==> src/clahe_params.svh <==
// CLAHE CDF stage constants
// bin count, datapath widths, default tile count, normalization limits
`ifndef CLAHE_PARAMS_SVH
`define CLAHE_PARAMS_SVH

// ==================================================
// tile geometry
// ==================================================
`define CLAHE_BINS          256     // bins per tile
`define CLAHE_BIN_W         8       // bin address
`define CLAHE_TILE_W        4       // up to 16 tiles
`define CLAHE_TILE_NUM_DEF  16

// ==================================================
// datapath widths and normalization
// ==================================================
`define CLAHE_CNT_W         16      // histogram count
`define CLAHE_CDF_W         24      // cdf accumulator
`define CLAHE_LUT_W         8       // mapped gray value
`define CLAHE_FLAT_GRAY     128     // flat tile maps to mid gray
`define CLAHE_SHIFT_MIN     8       // range below 256
`define CLAHE_SHIFT_MAX     16      // range at or above 32768

`endif

==> src/clahe_pkg.sv <==
// shared packed structs for the CLAHE CDF stage
// histogram read, bin and cdf hand-off words, tile stats, LUT write
`include "clahe_params.svh"
`default_nettype none

package clahe_pkg;

    // histogram RAM read request
    typedef struct packed {
        logic [`CLAHE_TILE_W-1:0] tile;
        logic [`CLAHE_BIN_W-1:0]  bin;
    } hist_rd_t;

    // reader -> engine
    typedef struct packed {
        logic [`CLAHE_TILE_W-1:0] tile;
        logic [`CLAHE_BIN_W-1:0]  bin;
        logic [`CLAHE_CNT_W-1:0]  count;
    } bin_word_t;

    // engine -> writer
    typedef struct packed {
        logic [`CLAHE_TILE_W-1:0] tile;
        logic [`CLAHE_BIN_W-1:0]  bin;
        logic [`CLAHE_CDF_W-1:0]  cdf;
    } cdf_word_t;

    typedef struct packed {
        logic [`CLAHE_CDF_W-1:0]  cdf_min;      // first nonzero cdf
        logic [`CLAHE_CDF_W-1:0]  cdf_range;    // last cdf minus cdf_min
    } tile_stats_t;

    typedef struct packed {
        logic                     en;
        logic [`CLAHE_TILE_W-1:0] tile;
        logic [`CLAHE_BIN_W-1:0]  bin;
        logic [`CLAHE_LUT_W-1:0]  data;
    } lut_wr_t;

endpackage

`default_nettype wire

==> src/clahe_tile_reader.sv <==
// tile reader: walks tiles and bins, reads the ping-pong histogram RAM,
// hands each bin to the clip/CDF engine over a four-phase req/ack
`include "clahe_params.svh"
`default_nettype none

module clahe_tile_reader #(
    parameter int tile_num = `CLAHE_TILE_NUM_DEF
) (
    input  logic                     pclk,
    input  logic                     rst_n,
    input  logic                     frame_hist_done,
    input  logic                     ping_pong_flag,
    output clahe_pkg::hist_rd_t      hist_rd,
    input  logic [`CLAHE_CNT_W-1:0]  hist_rd_data_a,
    input  logic [`CLAHE_CNT_W-1:0]  hist_rd_data_b,
    output logic                     bin_req,
    input  logic                     bin_ack,
    output clahe_pkg::bin_word_t     bin_word,
    output logic                     tile_last,
    output logic                     processing,
    input  logic                     run_done
);
    import clahe_pkg::*;

    typedef enum logic [2:0] {
        R_IDLE,     // wait for start pulse
        R_ADDR,     // address on hist_rd
        R_DATA,     // RAM data valid this cycle
        R_HAND,     // req high, wait ack
        R_RUN       // all bins sent, wait for writer
    } rd_state_t;

    rd_state_t               state;
    logic [`CLAHE_CNT_W-1:0] rd_data;
    logic                    last_tile;

    assign rd_data   = ping_pong_flag ? hist_rd_data_b : hist_rd_data_a;  // 0 -> RAM A
    assign last_tile = (hist_rd.tile == `CLAHE_TILE_W'(tile_num - 1));

    // ==================================================
    // sequencing and handshake
    // ==================================================
    always_ff @(posedge pclk or negedge rst_n) begin
        if (!rst_n) begin
            state      <= R_IDLE;
            hist_rd    <= '0;
            bin_req    <= 1'b0;
            processing <= 1'b0;
        end else begin
            case (state)
                R_IDLE: begin
                    if (frame_hist_done) begin     // start ignored unless idle
                        processing <= 1'b1;
                        hist_rd    <= '0;          // tile 0 bin 0
                        state      <= R_ADDR;
                    end
                end
                R_ADDR: state <= R_DATA;          // one-cycle RAM latency
                R_DATA: begin
                    // four-phase rule: previous ack must be gone
                    if (!bin_ack) begin
                        bin_req <= 1'b1;
                        state   <= R_HAND;
                    end
                end
                R_HAND: begin
                    if (bin_ack) begin
                        bin_req <= 1'b0;
                        if (hist_rd.bin == '1) begin
                            if (last_tile) begin
                                state <= R_RUN;
                            end else begin
                                hist_rd.tile <= hist_rd.tile + `CLAHE_TILE_W'(1);
                                hist_rd.bin  <= '0;
                                state        <= R_ADDR;
                            end
                        end else begin
                            hist_rd.bin <= hist_rd.bin + `CLAHE_BIN_W'(1);
                            state       <= R_ADDR;
                        end
                    end
                end
                R_RUN: begin
                    if (run_done) begin            // last LUT write done
                        processing <= 1'b0;
                        state      <= R_IDLE;
                    end
                end
                default: state <= R_IDLE;
            endcase
        end
    end

    // latch returned count, stays put while req is high
    always_ff @(posedge pclk) begin
        if (state == R_DATA) begin
            bin_word.tile  <= hist_rd.tile;
            bin_word.bin   <= hist_rd.bin;
            bin_word.count <= rd_data;
            tile_last      <= last_tile;
        end
    end

endmodule

`default_nettype wire

==> config.mk <==
export PLATFORM = sky130hd
export DESIGN_NAME = clahe_tile_reader
export DESIGN_NICKNAME = d
export VERILOG_FILES = /design/src/clahe_pkg.sv /design/src/clahe_tile_reader.sv
export VERILOG_INCLUDE_DIRS = /design/src
export SDC_FILE = /design/constraint.sdc
export NUM_CORES = 1
export LEC_CHECK = 0
export BUFFER_PORTS_ARGS = -buffer_cell sky130_fd_sc_hd__buf_2
export CORE_UTILIZATION = 40
export DETAILED_ROUTE_END_ITERATION = 6
export PLACE_DENSITY = 0.75
export SLEW_MARGIN = 40
export SYNTH_ARGS = -nofsm -noshare
export SYNTH_HDL_FRONTEND = slang
export SYNTH_SLANG_ARGS = --single-unit
export TNS_END_PERCENT = 100
==> constraint.sdc <==
create_clock -name pclk -period 2.95 [get_ports pclk]
set_input_delay 0.295 -clock pclk [delete_from_list [all_inputs] [get_ports pclk]]
set_output_delay 0.295 -clock pclk [all_outputs]
set_load 0.01 [all_outputs]
==> flow_summary.toml, run 1 <==
[status]
status = "finished, final reports clean"

[synthesis]
synthDistinctLibCells = 32
synth_warnings = 0
synth.avg_cell_area_um2 = 13.2
netlist_area_mm2 = 0.00204
syn_nets = 195
synth-seq-cells = 46
yosysSeqAreaShare_pct = 63.4
syn_inst = 155

[pwr]
pwr_density_cell_mw_per_mm2 = 843
power_mw = 2.20
peakVddDrop_uv = 356
p_leak_nw = 1.15

[finish]
nets = 278
finalInstanceArea_mm2 = 0.00261
final_core_util_pct = 54.1
instances_no_fill = 306
antenna_cells = 0
drive_gt1_share_pct = 46.4
syn2layout_area_growth_pct = 27.6
fillers = 425

[clock_network]
cts_sinks = 46
clk_pin_slew_ns = 0.09
cts.path.max_buffers = 2
hold_buffers = 1
cts_made_buffers = 5
clk_latency_ns = 0.29
cts_max_level = 2
cts_tree = "yes"
cts_resized = 0
post_cts_buffers = 0
root_buffer = "clkbuf_8"

[route]
drtPass1Iterations = 4
num_vias = 1574
detail_route.wl_per_cell_um = 13.8
drtIter0Drc = 91
ant_nets = 0
drc = 0
drt_wl_total_um = 4240
routed_via_density = 5.14

[global_routing]
antenna_found_initial = 0
grt_pass1_wl_um = 6220
grt_usage_pct = 15.6
grt_overflow_total = 0
grt_pass1_vias = 1376
grt_max_degree = 24

[setup_path]
end_kind = "register"
crit-reg2reg-launch = "hist_rd[0]$_DFFE_PN0P_"
arrival_ns = 2.01
rr_worst_depth = 5
worstSetupPathType = "reg2reg"
worst_setup_path_start_kind = "register"
rrSetupSlack_ns = 1.12
critPathRequiredTime_ns = 3.13
crit_fanout = 8
r2r_end = "hist_rd[8]$_DFFE_PN0P_"

[sta]
tns_ns = 0
worst_pin_slew_ns = 0.520
min_period_ns = 1.83
timing.hold.ws_ns = 0.276
skew_ns = 0.00827
fin_crit_sh_pct = 62.1
fmax_mhz = 546
rsz0062_at_grt = "no"
fin_ws_ns = 1.12
finalSetupViolations = 0
hold_viol_final = 0
slew_viol_final = 0
slew_headroom_pct = 65.2

[floorplanning]
initial_core_util_pct = 42.4
die_y_um = 73.5
row_count = 25
die-area_mm2 = 0.00540
die_x_um = 73.5
io_pins = 81
core_area_mm2 = 0.00482

[placed_design]
dp.cells = 297
placed_area_mm2 = 0.00250
gp_congestion = 0.779
dp_hpwl_um = 3120
place_ws_ns = 1.17
numPortBuffers = 80

[hold_path]
holdPathEnd = "state[0]$_DFFE_PN0P_"
hold_path_depth = 2
worstHoldStart = "bin_ack"
hold_class = "in2reg"

[flow_run]
drv_cap = 0
-- sequential cells by signal (all words and copies together), names as in the netlist --
register,count
hist_rd,12
bin_req,1
state,3
processing,1
tile_last,1
bin_word,28
-- critical path, stage by stage, from the launching register on --
cell	delay [ns]
dfrtp_1	0.45
ha_1	0.30
and4_1	0.27
a31o_4	0.25
and3_1	0.18
mux2_2	0.26
-- cells in the final DEF (no fill, tap or decap) --
master,Yosys,final
a21boi_0,1,1
a21oi_1,8,8
a22o_2,1,1
a311oi_1,1,1
a31o_4,1,1
a31oi_1,3,3
and3_1,4,4
and4_1,1,1
and4b_1,1,1
and4b_4,1,1
buf_2,2,80
buf_4,1,1
clkbuf_8,0,6
clkinv_2,0,1
clkinvlp_4,0,1
dfrtp_1,17,17
dlygate4sd3_1,0,1
edfxtp_1,29,29
ha_1,2,2
inv_1,1,1
mux2_2,17,17
nand2_1,15,15
nand3_1,8,8
nand3b_1,2,2
nand4b_1,2,2
nor2_1,10,10
nor2b_1,1,1
nor3_1,4,4
nor3b_4,0,1
nor4b_4,1,1
o21ai_0,11,11
o21ai_1,1,1
o311ai_0,1,1
o31ai_1,4,4
-- power breakdown --
group | switching (mW) | total [mW] | leakage (nW) | internal, mW
clock network | 0.206 | 0.395 | 0.0472 | 0.188
logic | 0.413 | 0.702 | 0.610 | 0.288
registers | 0.149 | 1.10 | 0.495 | 0.954
total | 0.769 | 2.20 | 1.15 | 1.43
-- how the worst max path moves through the flow --
stage / startpoint / to / slack, ns / cells past startpoint
floorplan: state[2]$_DFFE_PN0P_ / bin_word[0]$_DFFE_PP_ / 0.77 / 2
global placement: hist_rd[0]$_DFFE_PN0P_ / hist_rd[8]$_DFFE_PN0P_ / 1.20 / 5
detailed placement: hist_rd[0]$_DFFE_PN0P_ / hist_rd[8]$_DFFE_PN0P_ / 1.17 / 5
CTS: hist_rd[0]$_DFFE_PN0P_ / hist_rd[8]$_DFFE_PN0P_ / 1.12 / 5
global route: hist_rd[0]$_DFFE_PN0P_ / hist_rd[3]$_DFFE_PN0P_ / 1.01 / 5
finish: hist_rd[0]$_DFFE_PN0P_ / hist_rd[8]$_DFFE_PN0P_ / 1.12 / 5
-- cells in the mapped netlist --
| library cell | n | area share (%) |
|---|---|---|
| o21ai_1 | 1 | 0.24 |
| a22o_2 | 1 | 0.49 |
| o21ai_0 | 11 | 2.7 |
| edfxtp_1 | 29 | 43 |
| a21oi_1 | 8 | 2.0 |
| buf_4 | 1 | 0.37 |
| a311oi_1 | 1 | 0.43 |
| nand2_1 | 15 | 2.8 |
| inv_1 | 1 | 0.18 |
| ha_1 | 2 | 1.2 |
| and4b_4 | 1 | 0.67 |
| and4_1 | 1 | 0.43 |
| dfrtp_1 | 17 | 21 |
| nand3_1 | 8 | 2.0 |
| nor2_1 | 10 | 1.8 |
| nor3b_1 | 1 | 0.37 |
| nor3_1 | 4 | 0.98 |
| nor4b_4 | 1 | 1.2 |
| nor2b_1 | 1 | 0.31 |
| nand3b_1 | 2 | 0.73 |
| and4b_1 | 1 | 0.49 |
| buf_2 | 2 | 0.49 |
| buf_6 | 2 | 1.1 |
| nand4b_1 | 2 | 0.86 |
| a31oi_1 | 3 | 0.92 |
| mux2_2 | 17 | 9.4 |
| a31o_4 | 1 | 0.86 |
| o31ai_1 | 4 | 1.5 |
| o311ai_0 | 1 | 0.43 |
| and3_1 | 4 | 1.2 |
| clkbuf_1 | 1 | 0.18 |
| a21boi_0 | 1 | 0.37 |
-- layout make-up --
type                    instances  area [um2]  area share (%)
repair buffers                 82         418            16.0
clock buffers                   6        82.6            3.17
flip-flops and latches         46        1300            49.7
well taps                      67        83.8            3.21
inverters                       1        3.75           0.144
multi-input cells             102         711            27.3
clock inverters                 2        12.5           0.480
-- layer usage --
metal  up-vias  track usage (%)  wire, um
met3         4             3.84       405
li1        753                -         -
met2        83             27.1      2050
met1       734             18.1      1760
met5         -                0         0
met4         0             7.05        21
-- cell families (layout without fill, tap and decap cells) --
family          count (synthesis)  in the layout  synth area share (%)
simple gates                   51             51                  13.8
fa+ha+maj                       2              2                  1.22
compound gates                 32             32                  9.86
mux                            17             17                  9.37
flops                          46             46                  63.4
buf+inv                         7             91                  2.33
No activity file was read; power rests on OpenSTA's default activity.
==> run 2, diff against run 1 <==
==> constraint.sdc (replaced) <==
create_clock -name pclk -period 1.6 [get_ports pclk]
set_input_delay 0.16 -clock pclk [delete_from_list [all_inputs] [get_ports pclk]]
set_output_delay 0.16 -clock pclk [all_outputs]
set_load 0.01 [all_outputs]
==> run 2 against run 1 <==
Clock skew decreased by 0.0029 ns. Sequential power increased by 79%. Global-route usage grew 0.50 points. Critical path type unchanged. Combinational power is 130% higher. Largest cell class unchanged. Worst setup slack worse by 1.1 ns.
==> flow_summary.toml, run 2 (synthesis results as in run 1) <==
[setup_path]
critPathRequiredTime_ns = 1.79
crit_fanout = 5
arrival_ns = 1.72
rrSetupSlack_ns = 0.07
end_kind = "register"
worstSetupPathType = "reg2reg"
worst_setup_path_start_kind = "register"
r2r_end = "hist_rd[8]$_DFFE_PN0P_"
rr_worst_depth = 5
crit-reg2reg-launch = "hist_rd[0]$_DFFE_PN0P_"

[global_routing]
grt_pass1_vias = 1427
grt_usage_pct = 16.1
antenna_found_initial = 0
grt_pass1_wl_um = 6480
grt_overflow_total = 0
grt_max_degree = 30

[clock_network]
root_buffer = "clkbuf_8"
cts_made_buffers = 5
cts_sinks = 46
clk_pin_slew_ns = 0.08
cts_tree = "yes"
clk_latency_ns = 0.30
cts.path.max_buffers = 2
post_cts_buffers = 0
cts_max_level = 2

[hold_path]
hold_path_depth = 2
holdPathEnd = "bin_req$_DFFE_PN0P_"
worstHoldStart = "bin_ack"
hold_class = "in2reg"

[finish]
largest_reg_flops = 28
final_core_util_pct = 58.1
multiInputGateArea_um2 = 744
antenna_cells = 0
nets = 295
regArea_mm2 = 0.00130
instances_no_fill = 323
drive_gt1_share_pct = 53.5
syn2layout_area_growth_pct = 37.0
top_register = "bin_word"
largest_registers = "bin_word: 28 flops, hist_rd: 12 flops, state: 3 flops"
fillers = 425
final_common_cell = "buf_2"
layout.cells.most_common_list = "80 x buf_2, 29 x edfxtp_1, 17 x mux2_2, 17 x buf_4, 15 x nand2_1"

[sta]
worst_pin_slew_ns = 0.383
finalSetupViolations = 0
fin_crit_sh_pct = 95.9
slew_viol_final = 0
rsz0062_at_grt = "no"
fmax_mhz = 652
skew_ns = 0.00541
min_period_ns = 1.53
slew_headroom_pct = 74.4
hold_viol_final = 0

[route]
drtPass1Iterations = 4
drt_wl_total_um = 4340
routed_via_density = 4.99
ant_nets = 0
drc = 0
detail_route.wl_per_cell_um = 13.4
drtIter0Drc = 65
num_vias = 1613

[placed_design]
gp_congestion = 0.820
dp.cells = 314
numPortBuffers = 80
dp_hpwl_um = 3210

[floorplanning]
die-area_mm2 = 0.00540
row_count = 25
core_area_mm2 = 0.00482
io_pins = 81
die_y_um = 73.5
die_x_um = 73.5
initial_core_util_pct = 42.4

[pwr]
switchingPower_mw = 1.50
p_leak_nw = 1.24
p_comb_share_pct = 36.7
p_clk_share_pct = 19.0
peakVddDrop_uv = 663
switching_share_pct = 33.6
internal_power_mw = 2.95
pwr_density_cell_mw_per_mm2 = 1590
pwr-share-seq_pct = 44.3

[flow_run]
drv_cap = 0

[status]
status = "finished, final reports clean"
==> run 2: cell count changes in the layout (fill, tap and decap cells not counted), sizes merged <==
cell,before,now
buf,81,98
bufinv,0,1
clkinv,1,0
==> run 2: worst max-delay path by stage <==
| stage | to | cells past startpoint | slack, ns | start |
|---|---|---|---|---|
| finish | hist_rd[8]$_DFFE_PN0P_ | 5 | 0.07 | hist_rd[0]$_DFFE_PN0P_ |
| global route | hist_rd[0]$_DFFE_PN0P_ | 5 | 0.004 | hist_rd[0]$_DFFE_PN0P_ |
| CTS | hist_rd[8]$_DFFE_PN0P_ | 4 | 0.04 | state[0]$_DFFE_PN0P_ |
| detailed placement | hist_rd[9]$_DFFE_PN0P_ | 4 | 0.05 | state[0]$_DFFE_PN0P_ |
| global placement | hist_rd[8]$_DFFE_PN0P_ | 4 | 0.08 | state[0]$_DFFE_PN0P_ |
| floorplan | bin_word[0]$_DFFE_PP_ | 2 | -0.14 | state[0]$_DFFE_PN0P_ |
==> run 2: per-stage QoR <==
| stage | hold WS, ns | setup TNS (ns) | instance area (um2) | setup slack, ns | power, mW |
|---|---|---|---|---|---|
| 2_1_floorplan | -0.136 | -4.10 | 2080 | -0.139 | 2.88 |
| 3_3_place_gp | 0.102 | 0 | 2660 | 0.0824 | 3.58 |
| 3_5_place_dp | 0.109 | 0 | 2660 | 0.0463 | 3.61 |
| 4_1_cts | 0.121 | 0 | 2780 | 0.0414 | 4.47 |
| 5_1_grt | 0.130 | 0 | 2800 | 0.00372 | 4.74 |
| 6_report | 0.122 | 0 | 2800 | 0.0656 | 4.45 |
==> run 2: worst max-delay path, cell delays in order (launching register included) <==
cell	delay (ns)
dfrtp_2	0.43
ha_4	0.16
and4_4	0.19
a31o_4	0.22
and3_1	0.17
mux2_2	0.25
==> run 2: power by group through the flow <==
stage | registers, mW | clock network [mW] | logic (mW)
floorplan | 2.19 | 0 | 0.686
global placement | 1.98 | 0 | 1.60
detailed placement | 1.99 | 0 | 1.62
CTS | 1.97 | 0.875 | 1.62
global route | 2.01 | 0.933 | 1.79
finish | 1.97 | 0.844 | 1.63
==> run 2: per-layer routing <==
layer,GRT usage [%],up-vias,wire length (um)
met3,4.66,10,361
met5,0,-,0
met2,26.6,85,1980
li1,-,788,-
met1,19.7,730,1920
met4,6.62,0,76
==> run 2: final cells by class <==
class | instances | share of cell area [%]
tap | 67 | 2.99
timing repair buffer | 99 | 19.9
inverter | 1 | 0.134
clock buffer | 6 | 2.59
sequential | 46 | 46.4
clock inverter | 2 | 1.34
multi-input combinational | 102 | 26.6
==> run 2: repair_timing <==
action | CTS | global route
hold endpoints to repair | 17 | 0
hold buffers | 1 | 0
resized for setup | 0 | 6
setup endpoints to repair | 0 | 8
