### src/clahe_params.svh
// CLAHE CDF stage constants
// bin count, datapath widths, default tile count, normalization limits
`ifndef CLAHE_PARAMS_SVH
`define CLAHE_PARAMS_SVH

// ==================================================
// tile geometry
// ==================================================
`define CLAHE_BINS          256     // bins per tile
`define CLAHE_BIN_W         8       // bin address
`define CLAHE_TILE_W        4       // up to 16 tiles
`define CLAHE_TILE_NUM_DEF  16

// ==================================================
// datapath widths and normalization
// ==================================================
`define CLAHE_CNT_W         16      // histogram count
`define CLAHE_CDF_W         24      // cdf accumulator
`define CLAHE_LUT_W         8       // mapped gray value
`define CLAHE_FLAT_GRAY     128     // flat tile maps to mid gray
`define CLAHE_SHIFT_MIN     8       // range below 256
`define CLAHE_SHIFT_MAX     16      // range at or above 32768

`endif

### src/clahe_pkg.sv
// shared packed structs for the CLAHE CDF stage
// histogram read, bin and cdf hand-off words, tile stats, LUT write
`include "clahe_params.svh"
`default_nettype none

package clahe_pkg;

    // histogram RAM read request
    typedef struct packed {
        logic [`CLAHE_TILE_W-1:0] tile;
        logic [`CLAHE_BIN_W-1:0]  bin;
    } hist_rd_t;

    // reader -> engine
    typedef struct packed {
        logic [`CLAHE_TILE_W-1:0] tile;
        logic [`CLAHE_BIN_W-1:0]  bin;
        logic [`CLAHE_CNT_W-1:0]  count;
    } bin_word_t;

    // engine -> writer
    typedef struct packed {
        logic [`CLAHE_TILE_W-1:0] tile;
        logic [`CLAHE_BIN_W-1:0]  bin;
        logic [`CLAHE_CDF_W-1:0]  cdf;
    } cdf_word_t;

    typedef struct packed {
        logic [`CLAHE_CDF_W-1:0]  cdf_min;      // first nonzero cdf
        logic [`CLAHE_CDF_W-1:0]  cdf_range;    // last cdf minus cdf_min
    } tile_stats_t;

    typedef struct packed {
        logic                     en;
        logic [`CLAHE_TILE_W-1:0] tile;
        logic [`CLAHE_BIN_W-1:0]  bin;
        logic [`CLAHE_LUT_W-1:0]  data;
    } lut_wr_t;

endpackage

`default_nettype wire

### src/clahe_lut_writer.sv
// LUT writer: shift-normalizes each CDF value into an 8-bit gray,
// writes the CDF LUT and flags the end of the run
`include "clahe_params.svh"
`default_nettype none

module clahe_lut_writer (
    input  logic                     pclk,
    input  logic                     rst_n,
    input  logic                     cdf_req,
    input  logic                     tile_last,
    output logic                     cdf_ack,
    input  clahe_pkg::cdf_word_t     cdf_word,
    input  clahe_pkg::tile_stats_t   stats,
    output clahe_pkg::lut_wr_t       lut_wr,
    output logic                     cdf_done,
    output logic                     run_done
);
    import clahe_pkg::*;

    logic                      cap_take;
    logic                      cap_vld;
    cdf_word_t                 cap_word;
    logic                      cap_last;

    logic                      s1_vld;
    logic [`CLAHE_TILE_W-1:0]  s1_tile;
    logic [`CLAHE_BIN_W-1:0]   s1_bin;
    logic                      s1_last;
    logic [`CLAHE_CDF_W-1:0]   s1_diff;
    logic [4:0]                s1_shift;
    logic                      s1_flat;
    logic                      s1_below;

    logic [4:0]                shift_sel;
    logic [`CLAHE_CDF_W+7:0]   scaled;
    logic [`CLAHE_LUT_W-1:0]   mapped;

    assign cap_take = cdf_req && !cdf_ack;

    // ==================================================
    // normalization
    // ==================================================
    // one more bit of shift per doubling of the range
    always_comb begin
        shift_sel = 5'(`CLAHE_SHIFT_MIN);
        for (int k = `CLAHE_SHIFT_MIN; k < `CLAHE_SHIFT_MAX; k++) begin
            if (stats.cdf_range >= (`CLAHE_CDF_W'(1) << k))
                shift_sel = 5'(k + 1);
        end
    end

    assign scaled = {s1_diff, 8'h00} >> s1_shift;   // (cdf - min) * 256 >> shift

    always_comb begin
        if (s1_flat)
            mapped = `CLAHE_LUT_W'(`CLAHE_FLAT_GRAY);
        else if (s1_below)
            mapped = '0;                              // no underflow wrap
        else if (|scaled[`CLAHE_CDF_W+7:`CLAHE_LUT_W])
            mapped = '1;                              // saturate
        else
            mapped = scaled[`CLAHE_LUT_W-1:0];
    end

    always_ff @(posedge pclk or negedge rst_n) begin
        if (!rst_n) begin
            cdf_ack  <= 1'b0;
            cap_vld  <= 1'b0;
            s1_vld   <= 1'b0;
            lut_wr   <= '0;
            run_done <= 1'b0;
            cdf_done <= 1'b0;
        end else begin
            if (cap_take)
                cdf_ack <= 1'b1;
            else if (!cdf_req)
                cdf_ack <= 1'b0;
            cap_vld     <= cap_take;
            s1_vld      <= cap_vld;
            lut_wr.en   <= s1_vld;                    // two cycles after capture
            lut_wr.tile <= s1_tile;
            lut_wr.bin  <= s1_bin;
            lut_wr.data <= mapped;
            run_done    <= s1_vld && s1_last;         // with the final write
            cdf_done    <= run_done;
        end
    end

    // capture and stage-1 payload
    always_ff @(posedge pclk) begin
        if (cap_take) begin
            cap_word <= cdf_word;
            cap_last <= tile_last;
        end
        s1_tile  <= cap_word.tile;
        s1_bin   <= cap_word.bin;
        s1_last  <= cap_last;
        s1_diff  <= cap_word.cdf - stats.cdf_min;
        s1_shift <= shift_sel;
        s1_flat  <= (stats.cdf_range == '0);
        s1_below <= (cap_word.cdf < stats.cdf_min);
    end

endmodule

`default_nettype wire

### config.mk
export PLATFORM = sky130hd
export DESIGN_NAME = clahe_lut_writer
export DESIGN_NICKNAME = d
export VERILOG_FILES = /design/src/clahe_pkg.sv /design/src/clahe_lut_writer.sv
export VERILOG_INCLUDE_DIRS = /design/src
export SDC_FILE = /design/constraint.sdc
export NUM_CORES = 1
export LEC_CHECK = 0
export BUFFER_PORTS_ARGS = -buffer_cell sky130_fd_sc_hd__buf_2
export CAP_MARGIN = 25
export CORE_ASPECT_RATIO = 1.75
export CORE_MARGIN = 3
export CORE_UTILIZATION = 31
export DETAILED_ROUTE_END_ITERATION = 10
export GPL_ROUTABILITY_DRIVEN = 0
export PLACE_DENSITY_LB_ADDON = 0.3
export SYNTH_ARGS = -nofsm -noshare
export SYNTH_HDL_FRONTEND = slang
export SYNTH_SLANG_ARGS = --single-unit
### constraint.sdc
create_clock -name pclk -period 3.05 [get_ports pclk]
set_input_delay 0.305 -clock pclk [delete_from_list [all_inputs] [get_ports pclk]]
set_output_delay 0.305 -clock pclk [all_outputs]
set_load 0.005 [all_outputs]
==> impl_metrics.json, run 1 <==
{
  "setup_slack_ns": 0.2218,
  "synthFlopType": "dfxtp_1",
  "rsz0062_at_grt": "false",
  "die_w_um": 104.7,
  "final-setup-viol-count": 0,
  "wl_per_cell_um": 13.64,
  "finalNetCount": 689,
  "p_comb_frac": 0.159,
  "routed-via-count": 3871,
  "grt_usage": 0.1179,
  "clk_path_buf_depth": 2,
  "ios": 112,
  "fin_crit_ns": 2.828,
  "crit_required_ns": 3.27,
  "synth_nets": 572,
  "ys_warn_count": 0,
  "grt-ovfl-total": 0,
  "synth-edff-count": 37,
  "ys_types": 58,
  "post-route-util": 0.3887,
  "slew_violations": 0,
  "finalCritPeriodShare": 0.9273,
  "syn_area_um2": 5288,
  "fmax_mhz": 353.6,
  "p_clk_frac": 0.350,
  "worst-setup-path-type": "flop to flop",
  "p_switching_mw": 0.9228,
  "die_area_um2": 18720,
  "drv_cap": 0,
  "power_density_nw_per_um2": 523.9,
  "cp_max_fo": 11,
  "final_cells": 805,
  "totalWireLength_um": 10980,
  "status": "finished, final reports clean",
  "portBuffers": 111,
  "vias_per_cell": 4.809,
  "cts_tree": "yes",
  "synth_most_common_cell": "dfxtp_1",
  "ys_seq_area_frac": 0.4998,
  "firstDrtPassIters": 4,
  "dp_hpwl_um": 8694,
  "syn_inst": 459,
  "worstSkewPairLatency_ns": 0.35,
  "cts-root-buf": "clkbuf_16",
  "rrSetupSlack_ns": 0.22,
  "grt_pass1_wl_um": 17990,
  "postRouteAntennaNets": 0,
  "hold_viol": 0,
  "cts.sinks": 107,
  "die_h_um": 178.8,
  "intPower_mw": 2.457,
  "core_um2": 16600,
  "ys_ff_latch": 107,
  "peakVddDrop_mv": 0.2773,
  "arrival_ns": 3.05,
  "cts.reportedPaths.clkPinSlew_ns": 0.08,
  "synth_top_area_share": 0.2101,
  "yosys-top-cells-count": "44 x dfxtp_1, 40 x a21oi_1, 37 x edfxtp_1",
  "drt_iter0_drc": 183,
  "end_kind": "flop",
  "grt_max_degree": 36,
  "yosysTopAreaCell": "edfxtp_1",
  "syn2layout_area_growth_pct": 22.03,
  "start_kind": "flop",
  "syn_area_per_cell_um2": 11.52,
  "setup_tns_ns": 0,
  "post-cts-setup-buffers": 0,
  "drcViolationCount": 0,
  "dp_worst_setup_slack_ns": 0.1236,
  "cts_buffers": 9,
  "worst_slew_pin_slew_ns": 0.7459,
  "placed_area_um2": 6123,
  "num_rows": 62,
  "synthArstFlopShare": 0.2430,
  "htreeDepth": 3,
  "fin_area_um2": 6452,
  "dp.cells": 788,
  "power.static_leakage_nw": 2.720,
  "n_antenna_cell": 0,
  "synthTopCellsByArea": "edfxtp_1 21%, dfxtp_1 17%, dfrtp_1 12%",
  "grt_pass1_vias": 3969,
  "drive_gt1_frac": 0.2960,
  "relSlewSlack": 0.5017,
  "antenna_found_initial": 0,
  "start_util": 0.3185,
  "hp-class": "primary input to flop",
  "p_seq_frac": 0.491,
  "switching_share": 0.2730,
  "finClkSkew_ns": 0.007092
}
-- cell families (layout without fill, tap and decap cells) --
group	after synthesis	after routing	synth area share
AOI/OAI and AO/OA	110	110	0.1320
and+or+nand+nor	108	108	0.1088
DFF	107	107	0.4998
buffers and inverters	53	175	0.04259
muxes	40	40	0.1297
adders and majority gates	25	25	0.06058
xor gates and xnor gates	16	16	0.02650
-- stage by stage --
| stage | total power [mW] | hold WS [ns] |
|---|---|---|
| 2_1_floorplan | 2.037 | 0.009409 |
| 5_1_grt | 3.575 | 0.05772 |
| 3_5_place_dp | 2.226 | 0.3195 |
| 4_1_cts | 3.432 | 0.05999 |
| 3_3_place_gp | 2.211 | 0.3166 |
| 6_report | 3.380 | 0.07495 |
-- power groups by stage --
stage               combinational, mW  sequential, mW  clock (mW)
global route                    0.604            1.67        1.30
floorplan                       0.365            1.67           0
CTS                             0.541            1.66        1.23
detailed placement              0.535            1.69           0
finish                          0.538            1.66        1.18
global placement                0.523            1.69           0
-- state kept, by name, summed over array words and instances (netlist names) --
| signal | flops |
|---|---|
| lut_wr | 21 |
| cap_vld | 1 |
| s1_below | 1 |
| s1_flat | 1 |
| s1_shift | 5 |
| cdf_ack | 1 |
| cdf_done | 1 |
| s1_last | 1 |
| s1_bin | 8 |
| cap_word | 36 |
| s1_diff | 24 |
| run_done | 1 |
| s1_vld | 1 |
| s1_tile | 4 |
| cap_last | 1 |
-- worst max-delay path: stages, from the launching register on --
cell and delay [ns]:
dfxtp_2 0.39, buf_6 0.18, buf_4 0.22, mux4_2 0.55
mux4_2 0.48, nor4b_1 0.37, o2111ai_1 0.25, nor2_1 0.18
a221oi_1 0.10
-- final cells by class --
class | instances | area (µm²)
flip-flops and latches | 107 | 2644
multi-input cells | 299 | 2427
inverters | 36 | 135.1
clock buffers | 9 | 225.2
well taps | 224 | 280.3
fillers | 1665 | 10150
clock inverters | 7 | 88.84
repair buffers | 123 | 651.9
-- metal layers --
layer  track usage  up-vias  share of wire
met5             0        -              0
met4       0.05747        0          0.033
met3       0.02450       30          0.036
met2        0.2345       88           0.58
met1        0.1128     1826           0.35
li1              -     1927              -
-- path summary, 6_finish.rpt --
check | from | end | cells after the start
hold reg to reg | s1_tile[0] | lut_wr[16] | 0
hold / removal | cdf_req | cdf_ack | 1
max in group asynchronous | rst_n | lut_wr[14] | 2
setup reg to reg | s1_shift[0] | lut_wr[0] | 8
min in group asynchronous | rst_n | lut_wr[7] | 2
setup / recovery | s1_shift[0] | lut_wr[0] | 8
-- placed cells by master (no fill, tap or decap), types with 18 or more instances in the layout --
| cell | netlist | final |
|---|---|---|
| mux4_2 | 21 | 21 |
| buf_2 | 3 | 111 |
| edfxtp_1 | 37 | 37 |
| nand2_1 | 20 | 20 |
| inv_1 | 36 | 36 |
| dfxtp_1 | 44 | 43 |
| ha_1 | 24 | 24 |
| dfrtp_1 | 26 | 26 |
| o21ai_0 | 19 | 19 |
| a21oi_1 | 40 | 40 |
| nor2_1 | 18 | 18 |
-- repair_timing --
item,in CTS,in global routing
hold buffers,1,0
setup endpoints to repair,0,8
endpoints found under the hold margin,26,0
gates resized for setup,0,2
Power figures use the tool's default switching activity.
==> run 2, diff against run 1 <==
--- a/config.mk
+++ b/config.mk
@@ -6,6 +6,7 @@
 export SDC_FILE = /design/constraint.sdc
 export NUM_CORES = 1
 export LEC_CHECK = 0
+export ABC_AREA = 1
 export BUFFER_PORTS_ARGS = -buffer_cell sky130_fd_sc_hd__buf_2
 export CAP_MARGIN = 25
 export CORE_ASPECT_RATIO = 1.75
==> run 2 against run 1 <==
  * Wire length is 9.3% higher
  * Critical path depth is 1 higher
  * Hold slack worse by 0.014 ns
  * Global-route usage is 0.96 points higher
  * Setup slack better by 0.51 ns
  * Synthesized cell count is 41% higher
  * Maximum frequency is 22% higher
  * Sequential power hardly changed
  * Clock power hardly changed
  * Via count is 16% higher
  * Sequential share of layout area is 0.63 points lower
==> impl_metrics.json, run 2 <==
{
  "clk_path_buf_depth": 2,
  "die_w_um": 106.3,
  "finalCritPeriodShare": 0.7616,
  "start_util": 0.3188,
  "grt-ovfl-total": 0,
  "htreeDepth": 3,
  "grt_usage": 0.1275,
  "hold_viol": 0,
  "synth-edff-count": 37,
  "status": "finished, final reports clean",
  "path_cells": "inv_1 -> ha_1 -> fa_1 -> o21ai_2 -> a21boi_1 -> o21ai_0 -> a21oi_1 -> o21ai_1 -> xor2_1",
  "final-setup-viol-count": 0,
  "postRouteAntennaNets": 0,
  "synthArstFlopShare": 0.2430,
  "slowest_delay_ns": 0.42,
  "r2r-start": "cap_word[0]",
  "die_area_um2": 19280,
  "ys_types": 41,
  "setup_tns_ns": 0,
  "synthTopCellsByArea": "edfxtp_1 20%, dfxtp_1 16%, dfrtp_1 12%",
  "final_common_cell": "nand2_1",
  "holdPathStages": 1,
  "placed_area_um2": 6227,
  "totalWireLength_um": 12000,
  "fin_hold_ws_ns": 0.06139,
  "cts.reportedPaths.clkPinSlew_ns": 0.07,
  "fin_crit_ns": 2.323,
  "grt_busiest_layer": "met2",
  "ios": 112,
  "gr-usage-met2": 0.2418,
  "dp.cells": 974,
  "finalNetCount": 872,
  "grt_pass1_wl_um": 19640,
  "arrival_ns": 2.61,
  "grt_pass1_vias": 4355,
  "die_h_um": 181.4,
  "drv_cap": 0,
  "largest_register_ffs": 36,
  "drive_gt1_frac": 0.1990,
  "wl_per_cell_um": 12.11,
  "antenna_found_initial": 0,
  "syn2layout_area_growth_pct": 20.12,
  "routed-via-count": 4483,
  "synth_most_common_cell": "nand2_1",
  "synth_top_area_share": 0.2038,
  "slew_violations": 0,
  "worst-setup-path-type": "flop to flop",
  "portBuffers": 111,
  "synthSimpleGateAreaFrac": 0.2653,
  "ys_warn_count": 0,
  "relSlewSlack": 0.4790,
  "cp_max_fo": 5,
  "grt_max_degree": 30,
  "n_antenna_cell": 0,
  "start_kind": "flop",
  "rrSetupSlack_ns": 0.73,
  "power.static_leakage_nw": 3.124,
  "synth_xor_area_frac": 0.03534,
  "dp_hpwl_um": 9740,
  "vias_per_cell": 4.524,
  "cts.sinks": 107,
  "worst_slew_pin_slew_ns": 0.7796,
  "drt_iter0_drc": 158,
  "synth-compound-area-share": 0.08651,
  "syn_area_per_cell_um2": 8.402,
  "min-delay-start": "cdf_req",
  "ys_ff_latch": 107,
  "ys_seq_area_frac": 0.4846,
  "yosysTopAreaCell": "edfxtp_1",
  "cts-root-buf": "clkbuf_16",
  "synth_top_family_by_area": "simple AND/OR/NAND/NOR gates",
  "fin_area_um2": 6550,
  "peakVddDrop_mv": 0.2290,
  "core_um2": 17110,
  "finalPower_mw": 3.440,
  "syn_area_um2": 5453,
  "cts_buffers": 9,
  "end_kind": "flop",
  "top_regs": "cap_word x36, s1_diff x24, lut_wr x21",
  "cts_tree": "yes",
  "synthFlopType": "dfxtp_1",
  "worstSkewPairLatency_ns": 0.36,
  "power_density_nw_per_um2": 525.3,
  "reg2reg_to": "s1_diff[16]",
  "use_met3": 0.02277,
  "hp-class": "primary input to flop",
  "reg2reg_depth": 9,
  "use_met1": 0.1323,
  "yosys-top-cells-count": "172 x nand2_1, 82 x nand3_1, 67 x inv_1",
  "syn_inst": 649,
  "post-cts-setup-buffers": 0,
  "synth_nets": 762,
  "muxShareOfSynthArea": 0,
  "layout_common_cells": "172 x nand2_1, 111 x buf_2, 82 x nand3_1",
  "crit_required_ns": 3.34,
  "final_cells": 991,
  "finClkSkew_ns": 0.005100,
  "firstDrtPassIters": 4,
  "regMostFlops": "cap_word",
  "synth_fa_ha_area_frac": 0.05874,
  "num_rows": 63,
  "drcViolationCount": 0,
  "fmax_mhz": 430.5,
  "slowest_stage": "fa_1",
  "min_to": "cdf_ack",
  "rsz0062_at_grt": "false"
}
==> run 2: cell types whose count changed after synthesis, moves of 6 or more <==
cell      delta
a21o_1       -6
a21oi_1     -14
buf_2        +7
clkbuf_1     -7
inv_1       +31
mux2i_1     -13
mux4_2      -21
nand2_1    +152
nand2b_1     -7
nand3_1     +71
nand3b_1     +6
nor2_1      +23
nor2b_1     -11
nor3_1       -6
==> run 2: kinds of logic after synthesis <==
kind of cell,count (synthesis)
AO/OA/AOI/OAI,80
XOR/XNOR,22
adder cells (fa/ha/maj),25
buffers and inverters,88
flip-flops,107
AND/OR/NAND/NOR,327
==> run 2: layout make-up <==
cell class | instances | area [µm²]
clock inverter | 7 | 87.58
inverter | 69 | 261.5
fill | 1820 | 10560
multi-input combinational | 454 | 2439
tap | 227 | 284.0
clock buffer | 9 | 225.2
timing repair buffer | 118 | 610.6
sequential | 107 | 2643
==> run 2: what timing repair did <==
item	CTS	global route
hold buffers	1	0
hold endpoints to repair	26	0
gates resized for setup	0	0
==> run 2: layer usage <==
metal | up-vias | routed length [µm]
li1 | 2380 | -
met1 | 1996 | 4514
met2 | 88 | 6771
met3 | 19 | 375
met4 | 0 | 338
met5 | - | 0
==> run 2: per-stage QoR <==
step / utilization / setup slack (ns)
3_5_place_dp: 0.3641 / 0.6228
6_report: 0.3829 / 0.7270
4_1_cts: 0.3829 / 0.6892
3_3_place_gp: 0.3641 / 0.6382
5_1_grt: 0.3829 / 0.5620
2_1_floorplan: - / 0.6314
==> run 2: power by group <==
part / switching [mW] / internal [mW] / leakage (nW)
logic: 0.349 / 0.246 / 1.94
clock network: 0.551 / 0.654 / 0.156
registers: 0.0438 / 1.60 / 1.03
total: 0.944 / 2.50 / 3.12
==> run 2: critical path: cells and delay by family (launching register included) <==
| kind | cells | cell delay [ns] |
|---|---|---|
| DFF | 1 | 0.32 |
| xor gates and xnor gates | 1 | 0.15 |
| AOI/OAI and AO/OA | 5 | 1.12 |
| buffers and inverters | 1 | 0.04 |
| adders and majority gates | 2 | 0.62 |
==> run 2: worst max-delay path by stage <==
stage | start | end | cells after the start
finish | cap_word[0] | s1_diff[16] | 9
global route | cap_word[0] | s1_diff[18] | 10
CTS | cap_word[0] | s1_diff[18] | 10
detailed placement | stats[24] | s1_diff[18] | 10
global placement | stats[24] | s1_diff[18] | 10
floorplan | cdf_ack | cap_last | 1
